$ cat src/rtl/eq_pkg.sv
`default_nettype none

package eq_pkg;

    localparam int NUM_SC   = 64;
    localparam int SC_IDX_W = 6;
    localparam int IQ_W     = 16;

    // bit k is the k-th sample of a symbol: 0 is DC, 1..26 positive, 38..63 negative
    localparam logic [NUM_SC-1:0] LTS_REF =
        64'b0000101001100000010100110000000000000000010101100111110101001100;

    // legacy subcarriers with the four pilots (+-7, +-21) removed
    localparam logic [NUM_SC-1:0] DATA_SC_MASK =
        64'b1111111111111111111111111100000000000111111111111111111111111110 ^
        64'b0000001000000000000010000000000000000000001000000000000010000000;

    localparam int SCALE_W = 4;
    localparam logic [SCALE_W-1:0] SCALE_RESET = 4'd8;

    localparam int WB_ADR_W = 2;
    localparam int WB_DAT_W = 32;

    typedef logic signed [IQ_W-1:0] iq_t;
    typedef logic [SC_IDX_W-1:0] sc_idx_t;
    typedef logic [SCALE_W-1:0] scale_t;

    typedef enum logic [1:0] {
        EST_FIRST_LTS,
        EST_SECOND_LTS,
        EST_TRAINED
    } est_state_t;

    // word addresses of the register block
    typedef enum logic [WB_ADR_W-1:0] {
        REG_CTRL   = 2'd0,
        REG_SCALE  = 2'd1,
        REG_STATUS = 2'd2
    } reg_addr_t;

endpackage

`default_nettype wire

$ cat src/rtl/eq_regs.sv
`default_nettype none

module eq_regs (
    input  logic                         clock,
    input  logic                         reset,
    input  logic                         wb_cyc_i,
    input  logic                         wb_stb_i,
    input  logic                         wb_we_i,
    input  logic [eq_pkg::WB_ADR_W-1:0]  wb_adr_i,
    input  logic [eq_pkg::WB_DAT_W-1:0]  wb_dat_i,
    output logic [eq_pkg::WB_DAT_W-1:0]  wb_dat_o,
    output logic                         wb_ack_o,
    input  logic                         trained_i,
    input  logic [7:0]                   sym_count_i,
    output logic                         enable_o,
    output logic                         restart_o,
    output eq_pkg::scale_t               scale_o
);

    logic wb_req;
    logic wb_wr;

    // new request: cycle open, strobe high, not yet acknowledged
    assign wb_req = wb_cyc_i && wb_stb_i && !wb_ack_o;
    assign wb_wr  = wb_req && wb_we_i;

    always_ff @(posedge clock) begin
        if (reset) begin
            wb_ack_o  <= 1'b0;
            enable_o  <= 1'b0;
            restart_o <= 1'b0;
            scale_o   <= eq_pkg::SCALE_RESET;
        end else begin
            wb_ack_o  <= wb_req;
            restart_o <= 1'b0;
            if (wb_wr) begin
                case (eq_pkg::reg_addr_t'(wb_adr_i))
                    eq_pkg::REG_CTRL: begin
                        enable_o  <= wb_dat_i[0];
                        restart_o <= wb_dat_i[1];
                    end
                    eq_pkg::REG_SCALE: begin
                        scale_o <= wb_dat_i[eq_pkg::SCALE_W-1:0];
                    end
                    default: begin
                    end
                endcase
            end
        end
    end

    // read data lines up with ack
    always_ff @(posedge clock) begin
        if (wb_req) begin
            case (eq_pkg::reg_addr_t'(wb_adr_i))
                eq_pkg::REG_CTRL: begin
                    wb_dat_o <= eq_pkg::WB_DAT_W'(enable_o);
                end
                eq_pkg::REG_SCALE: begin
                    wb_dat_o <= eq_pkg::WB_DAT_W'(scale_o);
                end
                eq_pkg::REG_STATUS: begin
                    wb_dat_o <= eq_pkg::WB_DAT_W'({sym_count_i, 7'd0, trained_i});
                end
                default: begin
                    wb_dat_o <= '0;
                end
            endcase
        end
    end

endmodule

`default_nettype wire

$ cat config.mk
export PLATFORM = sky130hd
export DESIGN_NAME = eq_regs
export DESIGN_NICKNAME = d
export VERILOG_FILES = /design/src/rtl/eq_pkg.sv /design/src/rtl/eq_regs.sv
export SDC_FILE = /design/constraint.sdc
export NUM_CORES = 1
export LEC_CHECK = 0
export ABC_AREA = 1
export BUFFER_PORTS_ARGS = -buffer_cell sky130_fd_sc_hd__buf_2
export CAP_MARGIN = 20
export CORE_ASPECT_RATIO = 0.6
export CORE_MARGIN = 1
export CORE_UTILIZATION = 33
export CTS_CLUSTER_SIZE = 25
export DETAILED_ROUTE_END_ITERATION = 16
export PLACE_DENSITY = 0.8
export SETUP_SLACK_MARGIN = 0.05
export SYNTH_ARGS = -nofsm -noshare
export SYNTH_HDL_FRONTEND = slang
export SYNTH_SLANG_ARGS = --single-unit
$ cat constraint.sdc
create_clock -name clock -period 0.9 [get_ports clock]
set_input_delay 0.045 -clock clock [delete_from_list [all_inputs] [get_ports clock]]
set_output_delay 0.045 -clock clock [all_outputs]
set_load 0.1 [all_outputs]
## Yosys cells after proc, flatten, opt, wreduce, memory -nomap -nowiden

Cells that the tools add are included.
W data, S select, Z words.

- Bitwise gates (word level): 2
- Equality and inequality tests: 2
- Reductions and logical operators: 8
- Multiplexer cells: 1

Operators by type and width:

| cell | count |
|---|---|
| $pmux W16 S3 | 1 |
| $reduce_and A2 Y1 | 2 |
| $logic_and A1 B1 Y1 | 3 |
| $reduce_or A3 Y1 | 1 |
| $eq A2 B1 Y1 const B | 1 |
| $eq A2 B2 Y1 const B | 1 |
| $logic_not A2 Y1 | 1 |
| $not A1 Y1 | 2 |
| $logic_not A1 Y1 | 1 |

- Flip-flop bits (word level): 39
- Logic and storage cells: 18
- Output and inout port bits: 39
- Input bits: 48

## Depth between registers and ports, before layout

- Depth after elaboration: 5
- Depth in mapped cells: 6
- Gate-level depth less buffers: 6

## Worst setup path before layout

Ideal clock, no wire load.

- Kind: reg2reg
- Start: register wb_ack_o
- End: register scale_o[3]
- Data required time: 0.777 ns
- Clock period less this slack: 1.549 ns
- Arrival time: 1.426 ns
- Cell stages (with the launch flop): 4
- Setup slack: -0.649 ns
- Setup time: 0.123 ns
- Path through: dfxtp_1 -> nor2_4 -> nand4_1 -> nand3_1

- Cells in the longest elaborated chain, start to end: 4

RTL lines:

| item | line | text |
|---|---|---|
| from (decl) | eq_regs.sv:12 | `output logic wb_ack_o,` |
| from (signal assigned) | eq_regs.sv:34 | `wb_ack_o <= wb_req;` |
| $logic_not A1 Y1 | eq_regs.sv:24 | `assign wb_req = wb_cyc_i && wb_stb_i && !wb_ack_o;` |
| $logic_and A1 B1 Y1 | eq_regs.sv:24 |  |
| net wb_req | eq_regs.sv:20 | `logic wb_req;` |
| $logic_and A1 B1 Y1 | eq_regs.sv:25 | `assign wb_wr = wb_req && wb_we_i;` |
| $reduce_and A2 Y1 (no line) | -- |  |
| to (signal assigned) | eq_regs.sv:32 | `scale_o <= eq_pkg::SCALE_RESET;` |
| to (signal assigned) | eq_regs.sv:43 | `scale_o <= wb_dat_i[eq_pkg::SCALE_W-1:0];` |
| to (decl) | eq_regs.sv:17 | `output eq_pkg::scale_t scale_o` |

The timed path passes the listed nets, and every way through them passes these cells.
A chain may end at the register's enable or synchronous reset.

## Worst setup path after layout

- Start: register wb_ack_o
- End: output wb_ack_o

No word-level cell between the ends.

==> flow_summary.json <==
{
  "post-route-period-util_pct": 105.4,
  "violations": "setup timing",
  "syn_to_final_growth_pct": 58.44,
  "place_congestion": 0.8096,
  "place_hpwl_um": 1475,
  "hold_path.class": "input pin to flip-flop",
  "wire_per_inst_um": 10.20,
  "routed_wl_um": 1866,
  "vias": 757,
  "cp_max_fo": 3,
  "fin_ws_ns": -0.04840,
  "ir_drop_mv": 0.6596,
  "placed_cells": 178,
  "fmaxAchievable_mhz": 1054,
  "fp-row-count": 14,
  "criticalPathCategory": "flip-flop to output port",
  "synthDistinctLibCells": 16,
  "antennaDiodeCount": 0,
  "cts.clk_slew.worst_paths_ns": 0.07,
  "cp.required_ns": 0.85,
  "clk-insertion-delay-late_ns": 0.26,
  "post_cts_buffers": 0,
  "synth_cells": 105,
  "drtPass1Iterations": 4,
  "drc_errors": 0,
  "setup_tns_ns": -0.2904,
  "htreeDepth": 1,
  "drtIter0Drc": 39,
  "grt_max_degree": 18,
  "gr-usage-all-layers_pct": 13.29,
  "synth-seq-area-share_pct": 51.95,
  "numCtsBuffers": 3,
  "clockBufferDepth": 2,
  "drive_gt1_share_pct": 39.74,
  "slew_viol_final": 0,
  "dieArea_um2": 3147,
  "rsz0062_at_grt": "yes",
  "power_density_nw_per_um2": 1604,
  "ys.warnings.count": 0,
  "synth_area_um2": 963.4,
  "fp.dieH_um": 43.86,
  "grt_pass1_vias": 667,
  "cp-end-kind": "output port",
  "startpoint_type": "flip-flop",
  "finClkSkew_ns": 0.004514,
  "design_area_um2": 1526,
  "syn_area_per_cell_um2": 9.175,
  "io_buffers": 38,
  "maxCapViolCount": 0,
  "grt_overflow": 0,
  "die_w_um": 71.76,
  "clock-sinks": 19,
  "antenna_found_initial": 0,
  "coreArea_um2": 2628,
  "fin_cells": 183,
  "dpl_cell_area_um2": 1466,
  "multi_input_area_um2": 302.8,
  "final-seq-area_um2": 524.3,
  "setup_viol": 27,
  "status": "finished with violations",
  "viasPerCell": 4.137,
  "grt_pass1_wl_um": 3036,
  "p_leak_nw": 0.7109,
  "cts_tree": "yes",
  "fin_crit_ns": 0.9484,
  "timing.hold.ws_ns": 0.03264,
  "ioPinCount": 87,
  "initial_utilization_pct": 36.67,
  "n_fill_cell": 227,
  "crit_arrival_ns": 0.90,
  "synth-seq-cells": 19,
  "detail-route-antenna-nets": 0,
  "final_nets": 200,
  "root_buffer": "clkbuf_8",
  "hold_viol_final": 0
}
-- worst max-delay path, cell delays in order, from the launching register on --
cell     delay, ns
dfxtp_4       0.38
buf_6         0.11
buf_12        0.16
-- final timing paths --
kind / from / to / slack, ns / cells after the start
max: wb_ack_o / wb_ack_o / -0.05 / 2
min: wb_dat_i[1] / restart_o / 0.03 / 3
max reg2reg: wb_ack_o / enable_o / -0.03 / 5
min reg2reg: scale_o[1] / scale_o[1] / 0.53 / 2
-- cells in the mapped netlist --
library cell / n / share of area (%)
nor2_1: 22 / 8.6
buf_4: 20 / 16
inv_1: 18 / 7.0
edfxtp_1: 12 / 37
nand2_1: 8 / 3.1
dfxtp_1: 7 / 15
nand4_1: 5 / 3.2
nor2_4: 3 / 3.5
inv_2: 2 / 0.78
nand3_1: 2 / 1.0
conb_1: 1 / 0.39
inv_4: 1 / 0.65
nand4_4: 1 / 2.2
nor3_1: 1 / 0.52
nor4_1: 1 / 0.65
o21bai_1: 1 / 0.78
-- state kept, by name, summed over array words and instances, names as in the netlist --
| name | cells |
|---|---|
| restart_o | 1 |
| wb_ack_o | 1 |
| wb_dat_o | 12 |
| scale_o | 4 |
| enable_o | 1 |
-- power breakdown --
part	internal, mW	switching, mW	total (mW)
clock network	0.308	0.282	0.590
logic	0.190	0.694	0.884
registers	0.947	0.0278	0.975
-- routing by layer --
| layer | GRT usage (%) | vias up | share of wire, % |
|---|---|---|---|
| met5 | 0 | - | 0 |
| met3 | 5.116 | 7 | 8.7 |
| met4 | 8.235 | 0 | 2.8 |
| met2 | 21.51 | 44 | 46 |
| li1 | - | 378 | - |
| met1 | 15.13 | 328 | 42 |
-- repair_timing --
item	CTS	global route
endpoints found under the setup margin	30	36
resized for setup	1	0
endpoints found under the hold margin	2	0
hold buffers	1	0
pin swaps	1	0
-- cells in the final DEF (no fill, tap or decap) --
cell,instances
dfxtp_4,6
nand4_1,5
buf_4,2
nand4_4,1
nand2_1,8
buf_12,20
nor2_4,3
inv_4,1
inv_1,18
buf_2,19
o21bai_1,1
nand3_1,2
conb_1,20
nor2_1,22
edfxtp_1,12
nor3_1,1
clkbuf_8,3
buf_6,1
nor4_1,1
dlygate4sd3_1,1
inv_2,2
dfxtp_2,1
clkinv_2,1
-- metrics by stage --
step	power [mW]	utilization, %	worst slack (ns)
4_1_cts	2.465	58.10	-0.05834
3_5_place_dp	1.874	55.81	-0.02429
2_1_floorplan	1.709	-	-0.1953
3_3_place_gp	1.864	55.81	0.009981
6_report	2.449	58.10	-0.04840
5_1_grt	2.539	58.10	-0.09786
-- cell families (layout without fill, tap and decap cells) --
logic type	count (synthesis)	after routing	share of synthesized area, %
buffers and inverters	41	68	24.03
AO/OA/AOI/OAI	1	1	0.7795
flip-flops	19	19	51.95
AND/OR/NAND/NOR	43	43	22.86
other	1	20	0.3892
-- layout make-up --
| cell class | count | share of cell area, % |
|---|---|---|
| Clock buffer | 3 | 2.705 |
| Clock inverter | 1 | 0.3279 |
| Inverter | 21 | 5.328 |
| Multi-Input combinational cell | 64 | 19.84 |
| Sequential cell | 19 | 34.34 |
| Tap cell | 32 | 2.623 |
| Timing Repair Buffer | 43 | 34.84 |
Note: power is estimated with default switching activity, not from simulation.
