<file path="src/rtl/eq_pkg.sv">
`default_nettype none

package eq_pkg;

    localparam int NUM_SC   = 64;
    localparam int SC_IDX_W = 6;
    localparam int IQ_W     = 16;

    // bit k is the k-th sample of a symbol: 0 is DC, 1..26 positive, 38..63 negative
    localparam logic [NUM_SC-1:0] LTS_REF =
        64'b0000101001100000010100110000000000000000010101100111110101001100;

    // legacy subcarriers with the four pilots (+-7, +-21) removed
    localparam logic [NUM_SC-1:0] DATA_SC_MASK =
        64'b1111111111111111111111111100000000000111111111111111111111111110 ^
        64'b0000001000000000000010000000000000000000001000000000000010000000;

    localparam int SCALE_W = 4;
    localparam logic [SCALE_W-1:0] SCALE_RESET = 4'd8;

    localparam int WB_ADR_W = 2;
    localparam int WB_DAT_W = 32;

    typedef logic signed [IQ_W-1:0] iq_t;
    typedef logic [SC_IDX_W-1:0] sc_idx_t;
    typedef logic [SCALE_W-1:0] scale_t;

    typedef enum logic [1:0] {
        EST_FIRST_LTS,
        EST_SECOND_LTS,
        EST_TRAINED
    } est_state_t;

    // word addresses of the register block
    typedef enum logic [WB_ADR_W-1:0] {
        REG_CTRL   = 2'd0,
        REG_SCALE  = 2'd1,
        REG_STATUS = 2'd2
    } reg_addr_t;

endpackage

`default_nettype wire

</file>
<file path="src/rtl/data_equalizer.sv">
`default_nettype none

module data_equalizer (
    input  logic                         clock,
    input  logic                         reset,
    input  logic                         enable_i,
    input  logic                         trained_i,
    input  logic                         sample_stb_i,
    input  logic [2*eq_pkg::IQ_W-1:0]    sample_i,
    input  eq_pkg::scale_t               scale_i,
    input  eq_pkg::iq_t                  chan_i_i,
    input  eq_pkg::iq_t                  chan_q_i,
    output eq_pkg::sc_idx_t              chan_addr_o,
    output logic [2*eq_pkg::IQ_W-1:0]    sample_o,
    output logic                         sample_stb_o,
    output logic [7:0]                   sym_count_o
);

    localparam eq_pkg::sc_idx_t LAST_IDX = eq_pkg::sc_idx_t'(eq_pkg::NUM_SC - 1);

    eq_pkg::sc_idx_t idx;
    eq_pkg::iq_t     x_i_q;
    eq_pkg::iq_t     x_q_q;
    logic            mask_q;
    logic            vld_q;
    logic            take;
    logic signed [2*eq_pkg::IQ_W:0] acc_i;
    logic signed [2*eq_pkg::IQ_W:0] acc_q;
    logic signed [2*eq_pkg::IQ_W:0] shf_i;
    logic signed [2*eq_pkg::IQ_W:0] shf_q;

    assign take        = enable_i && trained_i && sample_stb_i;
    assign chan_addr_o = idx;

    // stage 1: running subcarrier index and symbol counter
    always_ff @(posedge clock) begin
        if (reset) begin
            idx         <= '0;
            vld_q       <= 1'b0;
            sym_count_o <= '0;
        end else begin
            vld_q <= take;
            if (!trained_i) begin
                idx <= '0;
            end else if (take) begin
                idx <= idx + 1'b1;
                if (idx == LAST_IDX)
                    sym_count_o <= sym_count_o + 1'b1;
            end
        end
    end

    always_ff @(posedge clock) begin
        if (take) begin
            x_i_q  <= sample_i[2*eq_pkg::IQ_W-1:eq_pkg::IQ_W];
            x_q_q  <= sample_i[eq_pkg::IQ_W-1:0];
            mask_q <= eq_pkg::DATA_SC_MASK[idx];
        end
    end

    // stage 2: x * conj(h), estimate arrives one cycle after the address
    always_comb begin
        acc_i = x_i_q * chan_i_i + x_q_q * chan_q_i;
        acc_q = x_q_q * chan_i_i - x_i_q * chan_q_i;
        shf_i = acc_i >>> scale_i;
        shf_q = acc_q >>> scale_i;
    end

    always_ff @(posedge clock) begin
        if (reset)
            sample_stb_o <= 1'b0;
        else
            sample_stb_o <= vld_q && mask_q;
    end

    always_ff @(posedge clock) begin
        if (vld_q)
            sample_o <= {shf_i[eq_pkg::IQ_W-1:0], shf_q[eq_pkg::IQ_W-1:0]};
    end

endmodule

`default_nettype wire

</file>
<file path="config.mk">
export PLATFORM = sky130hd
export DESIGN_NAME = data_equalizer
export DESIGN_NICKNAME = d
export VERILOG_FILES = /design/src/rtl/eq_pkg.sv /design/src/rtl/data_equalizer.sv
export SDC_FILE = /design/constraint.sdc
export NUM_CORES = 2
export LEC_CHECK = 0
export ABC_AREA = 1
export BUFFER_PORTS_ARGS = -buffer_cell sky130_fd_sc_hd__buf_2
export CELL_PAD_IN_SITES_DETAIL_PLACEMENT = 1
export CELL_PAD_IN_SITES_GLOBAL_PLACEMENT = 2
export CORE_MARGIN = 8
export CORE_UTILIZATION = 32
export DETAILED_ROUTE_END_ITERATION = 6
export PLACE_DENSITY_LB_ADDON = 0.1
export SYNTH_ARGS = -nofsm -noshare
export SYNTH_HDL_FRONTEND = slang
export SYNTH_SLANG_ARGS = --single-unit
</file>
<file path="constraint.sdc">
create_clock -name clock -period 14.3 [get_ports clock]
set_input_delay 4.29 -clock clock [delete_from_list [all_inputs] [get_ports clock]]
set_output_delay 4.29 -clock clock [all_outputs]
set_load 0.005 [all_outputs]
</file>
* Word-level counts from Yosys, hierarchy flattened
Memory sizes are Yosys's and may differ from the RTL's. A register that Yosys moved wholly into a read port is not among the register bits.
Cells that the tools add are included.
** Storage, ports and cells
- Register bits after elaboration :: 80
- Input bits :: 73
- Memories kept :: 1
- ROM bits :: 64
- Output and inout bits :: 47
** Cells by class
- Shift operators :: 2
- Eq/ne operators :: 1
- Reductions and logical operators :: 5
- Add/sub/neg operators :: 4
- Multiply operators :: 4
- Bitwise gates (word level) :: 1
** Memory list
- (no name shown) :: depth 64, width 1, read ports 1, clocked after memory_dff 1, wr ports 0, line data_equalizer.sv:57 : mask_q <= eq_pkg::DATA_SC_MASK[idx];
** Operators by type and width (count)
- $mul A16 B16 Y32 :: 4
- $sshr A33 B4 Y16 :: 2
- $add A32 B32 Y33 :: 1
- $sub A32 B32 Y33 :: 1
- $add A8 B1 Y8 const B :: 1
- $add A6 B1 Y6 const B :: 1
- $eq A6 B6 Y1 const B :: 1
- $logic_and A1 B1 Y1 :: 3
- $reduce_and A3 Y1 :: 1
- $reduce_or A2 Y1 :: 1
- $not A1 Y1 :: 1

* Logic depth before layout (Yosys ltp)
- Word-level depth :: 3
- Mapped depth :: 35
- Depth with buffers taken out :: 33

* Least setup slack after synthesis
Ideal clock, no wire load.
- Path type :: input to register
- Start point :: input port chan_q_i[1]
- End point :: register sample_o[9] in the netlist's numbering, data pin
- Setup slack :: 3.300 ns
- Stages on the path :: 24
- Required time :: 14.041 ns
- Setup time :: 0.259 ns
- Arrival time :: 10.741 ns
- Path buffers :: 1
- Cell sequence :: clkbuf_1 > nand2_1 > fa_1 > inv_1 > fa_1 > fa_1 > fa_1 > fa_1 > fa_1 > fa_1 > fa_1 > inv_1 > ha_1 > a21oi_1 > a21boi_0 > nor2_1 > nor2_1 > nand3_1 > nand2_1 > nand3_1 > nand3_1 > nand2_1 > o211ai_1 > nand2_1
** On the way
- Cells in the longest elaborated chain, start to end :: 3
** RTL lines
- from (decl) :: line data_equalizer.sv:12 : input eq_pkg::iq_t chan_q_i,
- $mul A16 B16 Y32 :: line data_equalizer.sv:64 : acc_q = x_q_q * chan_i_i - x_i_q * chan_q_i;
- $sub A32 B32 Y33 :: line data_equalizer.sv:64
- $sshr A33 B4 Y16 :: line data_equalizer.sv:66 : shf_q = acc_q >>> scale_i;
- via shf_q (one bit) :: line data_equalizer.sv:30 : logic signed [2*eq_pkg::IQ_W:0] shf_q;
- to (signal assigned) :: line data_equalizer.sv:78 : sample_o <= {shf_i[eq_pkg::IQ_W-1:0], shf_q[eq_pkg::IQ_W-1:0]};
- to (decl) :: line data_equalizer.sv:14 : output logic [2*eq_pkg::IQ_W-1:0] sample_o,
The timed path passes the listed nets, and every way through them passes these cells.
A chain may end at the register's enable or synchronous reset.

* Worst setup path after layout
- Start point :: input port chan_q_i[0]
- End point :: register sample_o[31] in the netlist's numbering, data pin
** On the way
- Cells in the longest elaborated chain, start to end :: 3
** RTL lines
- $mul A16 B16 Y32 :: line data_equalizer.sv:63 : acc_i = x_i_q * chan_i_i + x_q_q * chan_q_i;
- $add A32 B32 Y33 :: line data_equalizer.sv:63
- $sshr A33 B4 Y16 :: line data_equalizer.sv:65 : shf_i = acc_i >>> scale_i;
- via shf_i (one bit) :: line data_equalizer.sv:29 : logic signed [2*eq_pkg::IQ_W:0] shf_i;
The timed path passes the listed nets, and every way through them passes these cells.

==> run metrics <==
worst min path class reg -> reg; cell area after layout between 40,000 and 50,000 um2; fin util 0.341; dpl hpwl about 130,000 um; worst-margin pin slew ~1.1 ns; clock-pin slew on the worst setup and hold paths around 0.07 ns; FMAX slightly above 0.08 GHz; Clock Skew ~0.035 ns; final max-slew violation count 0; crit path max fanout 32; GRT Util Overall 0.213; Boundary Pins 120; Yosys reg bits between 80 and 90; CTS buffer count 9; Synth Instances between 5,000 and 6,000; largest family of logic cells by synthesized area adder cells; simple-gate portion of the synthesized area 0.172; RSZ-0062 raised after global routing no; Hold Vio Cnt, Final 0; clock buffer depth 2; ANT nets after route 0; core area 141,000 um2; cts hold-fix bufs 0; starting density of the core 0.321; Final WS setup between 1.5 and 2 ns; post-synthesis mux area share 0.000442; area growth from synthesis to layout 6.34%; status completed; Multi-input gate area 35,800 um2; die footprint roughly 150,000 um2; Syn Std Cell Area 45,300 um2; WS Path Type in -> reg; CP endpoint kind register; H-tree levels 3; syn_nets just over 7,000; Final Cycle Share 0.867; initial antenna violation count 14; Seq/Total Area, Yosys 0.0502; pre-CTS setup slack approximately 1.5 ns; die width 392 um; Max-Cap Viols 0; number of synthesized flops with an enable pin 65; number of global-route vias before repair a little under 40,000; register area between 2000 and 2500 um2; minimum clock period 12.40 ns; global-route wire length before repair between 200,000 and 250,000 um; clock root cell clkbuf_16; Post-Synth Adder-Cell Area 0.580; Initial DRC Count around 1,600; Post CTS Setup Buffer Count 0; Initial DRT Pass Iterations 5; total wire length ~160,000 um; Via density between 4 and 5; CP Launch Type primary input; Routed WL per cell 21.1 um; DRC Markers 0; Ys Warns 0; # fillers about 17,000; GPL Wtd Cong approximately 0.88; Max-Slew Margin vs Limit 0.235; Setup TNS 0 ns; cell area after placement around 48,000 um2; Mapped Avg Cell Area about 8.1 um2; critical path arrival ~13 ns; die height around 400 um; largest net degree at the start of global routing between 60 and 70; total global routing overflow 0; Critical-path top delay cell buf_2; Clock Sinks 81; # port buffers ~120; CP required 14.48 ns; DR vias between 30,000 and 40,000; Synth Area in XOR/XNOR 0.0108; Compound-Gate Fraction of Synth Area 0.0275; layout cells sized above 1 0.0502; Setup Viol. Count Final 0; Skew-Pair Late Insertion Delay 0.46 ns; CTS tree yes; asr flop ratio synth 0; Nets 7,031; Synth Flop Type edfxtp_1; std cell rows 138; critical path's largest stage delay between 0.8 and 0.9 ns; CTS resizes 0; Cell variety after synth 54; Crit path top cell by count nand2_1
==> critical path: cells and delay by family <==
kind / cells / cell delay, ns
adder cells (fa/ha/maj): 9 / 4.35
AND/OR/NAND/NOR: 12 / 1.74
buffers and inverters: 5 / 1.64
AO/OA/AOI/OAI: 2 / 0.53
==> per-stage QoR <==
stage,hold slack [ns],cells
2_1_floorplan,0.436,5562
3_5_place_dp,0.470,7411
5_1_grt,0.526,7427
6_report,0.484,7430
3_3_place_gp,0.464,7411
4_1_cts,0.485,7427
==> state kept, by name (all words and copies together), names as in the netlist <==
name	count
sample_o	32
vld_q	1
mask_q	1
chan_addr_o	6
x_q_q	16
sample_stb_o	1
x_i_q	16
sym_count_o	8
==> area by class of cell <==
type / instances / share of cell area
diodes: 3 / 0.000156
clock buffers: 9 / 0.00468
clock inverters: 7 / 0.00114
inverters: 1668 / 0.130
multi-input cells: 3578 / 0.744
flip-flops and latches: 81 / 0.0472
well taps: 1890 / 0.0491
repair buffers: 194 / 0.0241
==> path summary, 6_finish.rpt <==
kind,from,end,slack [ns],cells past startpoint
worst min register to register,mask_q$_DFFE_PP_,sample_stb_o$_SDFF_PP0_,0.48,2
worst min-delay path,mask_q$_DFFE_PP_,sample_stb_o$_SDFF_PP0_,0.48,2
worst max-delay path,chan_q_i[0],sample_o[31]$_DFFE_PP_,1.90,28
worst max register to register,x_q_q[15]$_DFFE_PP_,sample_o[13]$_DFFE_PP_,5.52,27
==> cells in the mapped netlist, types with 2 or more instances <==
| master | instances | share of area |
|---|---|---|
| ha_1 | 306 | 0.085 |
| dfxtp_1 | 16 | 0.0071 |
| inv_1 | 1657 | 0.14 |
| xor2_1 | 29 | 0.0056 |
| nor2_1 | 142 | 0.012 |
| buf_6 | 3 | 0.00075 |
| a31o_1 | 5 | 0.00097 |
| a31oi_1 | 6 | 0.00083 |
| o21bai_1 | 5 | 0.00083 |
| a21o_1 | 8 | 0.0013 |
| nor3_2 | 3 | 0.00066 |
| o21ai_0 | 68 | 0.0075 |
| nand4_1 | 35 | 0.0048 |
| edfxtp_1 | 65 | 0.043 |
| or2_2 | 17 | 0.0023 |
| clkbuf_1 | 207 | 0.017 |
| nand3_2 | 10 | 0.0022 |
| xnor2_1 | 25 | 0.0048 |
| mux2i_1 | 2 | 0.00044 |
| or2_1 | 4 | 0.00055 |
| nor4_1 | 2 | 0.00028 |
| o21a_1 | 5 | 0.00083 |
| a21oi_4 | 2 | 0.00072 |
| buf_2 | 9 | 0.00099 |
| nand3_1 | 296 | 0.033 |
| o211ai_1 | 17 | 0.0028 |
| nor2_2 | 3 | 0.00041 |
| o21ai_1 | 11 | 0.0012 |
| buf_4 | 6 | 0.00099 |
| inv_2 | 10 | 0.00083 |
| nor3_1 | 13 | 0.0014 |
| nand2_1 | 1329 | 0.11 |
| a21oi_2 | 5 | 0.00097 |
| buf_1 | 9 | 0.00075 |
| a21oi_1 | 72 | 0.0080 |
| nor4_2 | 2 | 0.00055 |
| fa_1 | 1120 | 0.50 |
| nand2_2 | 7 | 0.00097 |
| nand3b_1 | 16 | 0.0027 |
==> cell usage in the layout (no fill, tap or decap), types with 17 or more instances in the layout <==
master / count
nand4_1: 35
xor2_1: 29
fa_1: 1120
nor2_1: 142
nand3_1: 296
o21ai_0: 68
buf_4: 75
xnor2_1: 25
or2_2: 17
buf_2: 119
a21oi_1: 72
ha_1: 306
edfxtp_1: 65
nand2_1: 1329
o211ai_1: 17
inv_1: 1656
==> layer usage <==
metal	vias up	global-route usage	share of wire	wire length [um]
met5	-	0	0.00047	73
met4	12	0.0244	0.0095	1490
met3	57	0.0241	0.032	5010
met2	411	0.369	0.49	76700
met1	18100	0.296	0.47	73400
li1	15800	-	-	-
==> cells by family (layout without fill, tap and decap cells) <==
logic type | after synthesis | after routing
other | 0 | 3
flip-flops | 81 | 81
buffers and inverters | 1903 | 1878
XOR/XNOR | 55 | 55
AND/OR/NAND/NOR | 1883 | 1883
AO/OA/AOI/OAI | 212 | 212
multiplexers | 2 | 2
adder cells (fa/ha/maj) | 1426 | 1426
Power is left out: the tool's default activity adds up to more than one toggle a clock period on the data nets, which glitch-free logic cannot reach.
