### config.mk
export PLATFORM = sky130hd
export DESIGN_NAME = chan_estimator
export DESIGN_NICKNAME = d
export VERILOG_FILES = /design/src/rtl/eq_pkg.sv /design/src/rtl/chan_estimator.sv
export SDC_FILE = /design/constraint.sdc
export NUM_CORES = 2
export LEC_CHECK = 0
export BUFFER_PORTS_ARGS = -buffer_cell sky130_fd_sc_hd__buf_2
export CAP_MARGIN = 40
export CELL_PAD_IN_SITES_DETAIL_PLACEMENT = 1
export CELL_PAD_IN_SITES_GLOBAL_PLACEMENT = 1
export CORE_MARGIN = 5
export CORE_UTILIZATION = 60
export CTS_CLUSTER_DIAMETER = 150
export DETAILED_ROUTE_END_ITERATION = 16
export GPL_ROUTABILITY_DRIVEN = 0
export GPL_TIMING_DRIVEN = 0
export MAX_ROUTING_LAYER = met4
export PLACE_DENSITY_LB_ADDON = 0.1
export SYNTH_ARGS = -nofsm -noshare
export SYNTH_HDL_FRONTEND = slang
export SYNTH_SLANG_ARGS = --single-unit
### constraint.sdc
create_clock -name clock -period 14.25 [get_ports clock]
set_clock_uncertainty 0.2 [all_clocks]
set_input_delay 1.425 -clock clock [delete_from_list [all_inputs] [get_ports clock]]
set_output_delay 1.425 -clock clock [all_outputs]
set_load 0.02 [all_outputs]
### src/rtl/eq_pkg.sv
`default_nettype none

package eq_pkg;

    localparam int NUM_SC   = 64;
    localparam int SC_IDX_W = 6;
    localparam int IQ_W     = 16;

    // bit k is the k-th sample of a symbol: 0 is DC, 1..26 positive, 38..63 negative
    localparam logic [NUM_SC-1:0] LTS_REF =
        64'b0000101001100000010100110000000000000000010101100111110101001100;

    // legacy subcarriers with the four pilots (+-7, +-21) removed
    localparam logic [NUM_SC-1:0] DATA_SC_MASK =
        64'b1111111111111111111111111100000000000111111111111111111111111110 ^
        64'b0000001000000000000010000000000000000000001000000000000010000000;

    localparam int SCALE_W = 4;
    localparam logic [SCALE_W-1:0] SCALE_RESET = 4'd8;

    localparam int WB_ADR_W = 2;
    localparam int WB_DAT_W = 32;

    typedef logic signed [IQ_W-1:0] iq_t;
    typedef logic [SC_IDX_W-1:0] sc_idx_t;
    typedef logic [SCALE_W-1:0] scale_t;

    typedef enum logic [1:0] {
        EST_FIRST_LTS,
        EST_SECOND_LTS,
        EST_TRAINED
    } est_state_t;

    // word addresses of the register block
    typedef enum logic [WB_ADR_W-1:0] {
        REG_CTRL   = 2'd0,
        REG_SCALE  = 2'd1,
        REG_STATUS = 2'd2
    } reg_addr_t;

endpackage

`default_nettype wire

### src/rtl/chan_estimator.sv
`default_nettype none

module chan_estimator (
    input  logic                         clock,
    input  logic                         reset,
    input  logic                         enable_i,
    input  logic                         restart_i,
    input  logic                         sample_stb_i,
    input  logic [2*eq_pkg::IQ_W-1:0]    sample_i,
    input  eq_pkg::sc_idx_t              chan_addr_i,
    output eq_pkg::iq_t                  chan_i_o,
    output eq_pkg::iq_t                  chan_q_o,
    output logic                         trained_o
);

    localparam eq_pkg::sc_idx_t LAST_IDX = eq_pkg::sc_idx_t'(eq_pkg::NUM_SC - 1);

    logic [2*eq_pkg::IQ_W-1:0] ram [eq_pkg::NUM_SC];
    logic [2*eq_pkg::IQ_W-1:0] ram_q;
    logic [2*eq_pkg::IQ_W-1:0] wr_data;

    eq_pkg::est_state_t state;
    eq_pkg::sc_idx_t    cnt;
    eq_pkg::sc_idx_t    rd_addr;
    eq_pkg::sc_idx_t    wr_addr;
    eq_pkg::sc_idx_t    avg_addr;
    eq_pkg::iq_t        lts_i_q;
    eq_pkg::iq_t        lts_q_q;
    eq_pkg::iq_t        half_i;
    eq_pkg::iq_t        half_q;
    eq_pkg::iq_t        avg_i;
    eq_pkg::iq_t        avg_q;
    logic signed [eq_pkg::IQ_W:0] sum_i;
    logic signed [eq_pkg::IQ_W:0] sum_q;
    logic avg_vld;
    logic neg_q;
    logic last_avg;
    logic take;
    logic wr_en;

    // the cycle holding the last average blocks a stray strobe from starting a 65th
    assign last_avg = avg_vld && (avg_addr == LAST_IDX);
    assign take     = enable_i && sample_stb_i && !last_avg;

    assign chan_i_o  = ram_q[2*eq_pkg::IQ_W-1:eq_pkg::IQ_W];
    assign chan_q_o  = ram_q[eq_pkg::IQ_W-1:0];
    assign trained_o = (state == eq_pkg::EST_TRAINED);

    // mean of the two LTS, sign flipped by the reference
    always_comb begin
        sum_i  = chan_i_o + lts_i_q;
        sum_q  = chan_q_o + lts_q_q;
        half_i = sum_i[eq_pkg::IQ_W:1];
        half_q = sum_q[eq_pkg::IQ_W:1];
        avg_i  = neg_q ? -half_i : half_i;
        avg_q  = neg_q ? -half_q : half_q;
    end

    assign wr_en   = avg_vld || (state == eq_pkg::EST_FIRST_LTS && take);
    assign wr_addr = avg_vld ? avg_addr : cnt;
    assign wr_data = avg_vld ? {avg_i, avg_q} : sample_i;
    assign rd_addr = trained_o ? chan_addr_i : cnt;

    always_ff @(posedge clock) begin
        if (reset || restart_i) begin
            state   <= eq_pkg::EST_FIRST_LTS;
            cnt     <= '0;
            avg_vld <= 1'b0;
        end else begin
            avg_vld <= 1'b0;
            case (state)
                eq_pkg::EST_FIRST_LTS: begin
                    if (take) begin
                        cnt <= cnt + 1'b1;
                        if (cnt == LAST_IDX)
                            state <= eq_pkg::EST_SECOND_LTS;
                    end
                end
                eq_pkg::EST_SECOND_LTS: begin
                    if (take) begin
                        cnt     <= cnt + 1'b1;
                        avg_vld <= 1'b1;
                    end
                    if (last_avg)
                        state <= eq_pkg::EST_TRAINED;
                end
                eq_pkg::EST_TRAINED: begin
                end
                default: state <= eq_pkg::EST_FIRST_LTS;
            endcase
        end
    end

    // second LTS sample waits one cycle for the stored first LTS
    always_ff @(posedge clock) begin
        if (take && state == eq_pkg::EST_SECOND_LTS) begin
            avg_addr <= cnt;
            lts_i_q  <= sample_i[2*eq_pkg::IQ_W-1:eq_pkg::IQ_W];
            lts_q_q  <= sample_i[eq_pkg::IQ_W-1:0];
            neg_q    <= eq_pkg::LTS_REF[cnt];
        end
    end

    always_ff @(posedge clock) begin
        if (wr_en)
            ram[wr_addr] <= wr_data;
        ram_q <= ram[rd_addr];
    end

endmodule

`default_nettype wire

After elaboration in Yosys (flattened, before gate mapping)
Memory sizes are Yosys's and may differ from the RTL's. A register that Yosys moved wholly into a read port is not among the register bits.
Index checks and enable logic that the tools add are counted.
{"block": "op_classes", "add_sub_neg": 5, "multipliers": 0, "n_div": 0, "magnitude_cmp": 0, "eq_ne": 7, "shift": 0, "muxes": 12, "bitwise_logic": 2, "n_reduce_logical": 13}
{"op": "adder 16 x 16 -> 17 bit", "count": 2}
{"op": "2-to-1 mux 16 bit", "count": 2}
{"op": "2-to-1 mux 32 bit", "count": 1}
{"op": "negation 16 bit", "count": 2}
{"op": "== test 6 bit (second input constant)", "count": 2}
{"op": "2-to-1 mux 6 bit", "count": 2}
{"op": "adder 6 x 1 -> 6 bit (second input constant)", "count": 1}
{"op": "2-to-1 mux 2 bit", "count": 3}
{"op": "case mux 2 bit (3 select lines)", "count": 1}
{"op": "logical AND 1 bit", "count": 5}
{"op": "inequality test 2 bit (second input constant)", "count": 2}
{"op": "AND reduction 4 bit", "count": 1}
{"op": "OR reduction 2 bit", "count": 2}
{"op": "2-to-1 mux 1 bit", "count": 3}
{"op": "== test 2 x 1 -> 1 bit (second input constant)", "count": 1}
{"op": "== test 2 bit (second input constant)", "count": 1}
{"op": "zero test 2 bit", "count": 1}
{"op": "logical OR 1 bit", "count": 2}
{"op": "inequality test 2 x 1 -> 1 bit (second input constant)", "count": 1}
{"op": "inverter 1 bit", "count": 2}
{"op": "AND reduction 2 bit", "count": 1}
{"op": "zero test 1 bit", "count": 1}
{"block": "totals", "reg_bits": 47, "latchBits": 0, "ramBits": 2048, "mem_bits_ro": 64, "in_bits": 43, "output_inout_bits": 33, "word_cells": 47, "memories": 2}
{"memory": "ram", "words": 64, "width": 32, "read_ports": 1, "rd_ports_with_merged_regs": 1, "wr": 1, "line": "chan_estimator.sv:18", "text": "logic [2*eq_pkg::IQ_W-1:0] ram [eq_pkg::NUM_SC];"}
{"memory": "(no name shown)", "words": 64, "width": 1, "read_ports": 1, "rd_ports_with_merged_regs": 1, "wr": 0, "line": "chan_estimator.sv:100", "text": "neg_q <= eq_pkg::LTS_REF[cnt];"}

Depth between registers and ports, before layout
{"block": "logic_depth", "depth_word": 8, "ltp_mapped": 13, "ltp_nobuf": 11}

Worst setup path after synthesis
Ideal clock, no wire load.
{"block": "synth_timing", "path_kind": "register to register", "from": "reg ram_q[1] in the netlist's numbering (read register of ram)", "to": "mem ram[0][14] in the netlist's numbering, data pin", "setup_time_ns": 0.549, "arrival_ns": 4.481, "required_ns": 13.501, "slack_ns": 9.020, "path_stages_with_launch": 11, "path_buffers": 0, "period_less_slack_ns": 5.230, "path_cell_list": "dfxtp_1 inv_1 fa_1 and2b_1 o2111ai_1 a21oi_1 o21ai_2 o311ai_0 o31ai_1 xor2_1 a21oi_1"}
{"block": "synth_via", "elab_chain_cells": 4}
{"item": "start: declaration", "line": "chan_estimator.sv:19", "text": "logic [2*eq_pkg::IQ_W-1:0] ram_q;"}
{"item": "adder 16 x 16 -> 17 bit *", "line": "chan_estimator.sv:52", "text": "sum_q = chan_q_o + lts_q_q;"}
{"item": "negation 16 bit", "line": "chan_estimator.sv:56", "text": "avg_q = neg_q ? -half_q : half_q;"}
{"item": "2-to-1 mux 16 bit *", "line": "chan_estimator.sv:56"}
{"item": "2-to-1 mux 32 bit *", "line": "chan_estimator.sv:61", "text": "assign wr_data = avg_vld ? {avg_i, avg_q} : sample_i;"}
{"item": "named net wr_data, one bit", "line": "chan_estimator.sv:20", "text": "logic [2*eq_pkg::IQ_W-1:0] wr_data;"}
{"item": "end: declaration", "line": "chan_estimator.sv:18"}
Mark *: on every way through the listed nets, which the timed path passes. The rest lies on a longest branch.

Final worst setup path
{"block": "layout_timing", "from": "reg cnt[1]", "to": "reg ram_q[14] in the netlist's numbering (read register of ram)"}
{"block": "layout_via", "elab_chain_cells": 1}
{"item": "start: declaration", "line": "chan_estimator.sv:23", "text": "eq_pkg::sc_idx_t cnt;"}
{"item": "start signal: assignment", "line": "chan_estimator.sv:74", "text": "cnt <= cnt + 1'b1;"}
{"item": "start signal: assignment", "line": "chan_estimator.sv:81", "text": "cnt <= cnt + 1'b1;"}
{"item": "2-to-1 mux 6 bit", "line": "chan_estimator.sv:62", "text": "assign rd_addr = trained_o ? chan_addr_i : cnt;"}
Every way passes these cells.
A chain may end at the register's enable or synchronous reset.

==> run metrics <==
I/O Buffers 75; post-synthesis register bit count 2128; crit share post-route 0.3731; crit path DAT between 5000 and 6000 ps; Req. time, crit path 14730 ps; met2 usage 0.5542; class of the tightest hold or removal check reg2reg; die height approximately 380 µm; Gate power share 0.042; synth warn 0; share of layout cells above drive strength 1 0.2686; Clock Latency Late Sink ~860 ps; die area 147800 µm²; antenna violations before repair 13; Worst-path clk slew 60 ps; Worst-Margin Slew 1050 ps; Core Rows approximately 140; Yosys cell types 73; global route hottest layer met2; synthesized area per cell 20.06 µm²; Via Count 47846; commonest non-fill, non-tap cells in the layout 2087 x edfxtp_1, 513 x mux4_2, 308 x nand2_1; CTS Hold Bufs 0; Final Util 0.7017; final hold vios 0; CTS sink cnt 2128; switching pwr 2802 µW; Mapped Cells between 4000 and 5000; vias in the first global route 48817; Hold Path Cell Cnt 0; Post-Syn Area roughly 84000 µm²; RR Endpoint ram_q[14]; # resized after CTS 0; setup violators final 0; Initial Util 0.6035; Pre-antenna DRT Iters 8; most common cell after layout, fill and taps aside edfxtp_1; largest net degree at the start of global routing 65; PD cells 133.7 nW/µm²; fin. max-slew vios 0; FF-to-FF path depth 13; first-pass GRT wire length 372.8 mm; status finished clean; RSZ-0062 raised after global routing no; FF-to-FF setup slack 8930 ps; Slew HR 0.2997; Clk network pwr share 0.431; GRT met3 Usage 0.08115; met1 Track Usage GR 0.5020; Sw Share 0.2142; syn nets 4273; part of the power in registers 0.527; Clock Tree Root clkbuf_16; FFs w/ async S/R, synth 0; post-synthesis sequential area ratio 0.7549; final worst hold slack 279.8 ps; Leak 0.03171 µW; DRC Markers 0; clk buf depth 3; Core Box Area approximately 140000 µm²; CP Launch Type flip-flop; overall global routing resource usage 0.3705; Ports 76; area grow syn2layout 16.28%; postcts setup bufs 0; Cell Int Power between 10000 and 15000 µW; FF-to-FF Start cnt[1]; wire per inst around 39 µm; Most used DFF post-synth edfxtp_1; WL final between 200 and 300 mm; max frequency 0.1881 GHz; GRT overflow 0; CP endpoint kind flip-flop; routed vias/inst 7.119; die width 384.4 µm; Antenna Violating Nets Remaining 0; Post-synth EDFFs 2087; number of max-cap violations 0; initial DRC count approximately 7500; Crit Path Class reg2reg; Crit Path Max Fanout 10; final setup TNS 0 ps; cts bufs inserted 204; detailed placement HPWL 172.6 mm; worst min-delay path endpoint avg_addr[3]; Min Clock Period, post-route 5317 ps; nets 4735; min-delay src cnt[3]; htree depth 4; CTS tree built; Worst VDD drop 0.1068 mV
==> flip-flops by register name, summed over array words and instances, names as in the netlist <==
register	cells
avg_addr	6
avg_vld	1
cnt	6
lts_i_q	16
lts_q_q	16
neg_q	1
ram	2048
ram_q	32
state	2
==> synth_stat cells (14+ instances only) <==
library cell / number / share of area
a211oi_1: 167 / 0.015
a21oi_1: 120 / 0.0071
a311oi_1: 66 / 0.0069
a31oi_1: 71 / 0.0053
and2_1: 131 / 0.0097
buf_2: 65 / 0.0039
buf_4: 43 / 0.0038
clkbuf_1: 126 / 0.0056
dfxtp_1: 41 / 0.0098
edfxtp_1: 2087 / 0.75
ha_1: 36 / 0.0054
inv_1: 22 / 0.00098
mux2_2: 14 / 0.0019
mux4_2: 513 / 0.14
nand2_1: 308 / 0.014
nand3_1: 25 / 0.0015
nor2_1: 132 / 0.0059
o21ai_0: 27 / 0.0016
xnor2_1: 35 / 0.0036
xor2_1: 21 / 0.0022
==> how the worst max path moves through the flow <==
stage,from,to,slack [ps],depth (start not counted)
after floorplan,ram_q[1],ram[0][14],9020,10
after global placement,ram_q[1],ram[60][14],5470,10
after detailed placement,chan_addr_i[1],ram_q[15],8380,10
after CTS,cnt[1],ram_q[1],9000,11
after global routing,cnt[1],ram_q[9],8830,13
final,cnt[1],ram_q[14],8930,13
==> stage by stage <==
| stage | instance area, µm² | setup WS [ps] | power, µW | std cells |
|---|---|---|---|---|
| final | 97800 | 8933 | 13080 | 6721 |
| after detailed placement | 90770 | 8380 | 7553 | 6308 |
| after global routing | 97790 | 8826 | 13440 | 6717 |
| after CTS | 97620 | 8998 | 13090 | 6692 |
| after floorplan | 84100 | 9020 | 7325 | 4192 |
| after global placement | 86820 | 5472 | 7495 | 6143 |
==> area by class of cell <==
cell class                 count  area, µm²
antenna                       13      32.53
buffer                       242       1190
clock buffer                 255       5391
clock inverter               129       1463
fill                       10950      41560
inverter                      23      86.33
multi-input combinational   1799      20070
sequential                  2128      63490
tap                         1876       2347
timing repair buffer         256       3721
==> per-layer routing <==
layer | up-vias | part of all wire
li1 | 18306 | -
met1 | 25088 | 0.36
met2 | 3749 | 0.47
met3 | 703 | 0.12
met4 | 0 | 0.052
met5 | - | 0
==> power groups by stage <==
stage	Sequential, µW	Clock (µW)	Combinational (µW)
after floorplan	7030	0	291
after global placement	7040	0	452
after detailed placement	7020	0	528
after CTS	6890	5660	540
after global routing	6890	5990	571
final	6890	5640	550
==> cell families after synthesis <==
| group | after synthesis | synth area share |
|---|---|---|
| AO/OA/AOI/OAI | 519 | 0.04291 |
| buffers and inverters | 265 | 0.01516 |
| AND/OR/NAND/NOR | 651 | 0.03514 |
| XOR/XNOR | 56 | 0.005832 |
| adder cells (fa/ha/maj) | 38 | 0.005832 |
| multiplexers | 535 | 0.1402 |
| flip-flops | 2128 | 0.7549 |
==> critical path, stage by stage, from the launching register on <==
cell      delay, ps
dfxtp_1         370
buf_2           220
inv_1           210
nor2_1          100
a21oi_2         580
clkbuf_1        500
buf_2           430
mux4_2          370
a211oi_1        690
a311oi_1        150
buf_2           220
a211oi_1        710
buf_4           300
a21oi_1          90
Power figures use the tool's default switching activity.
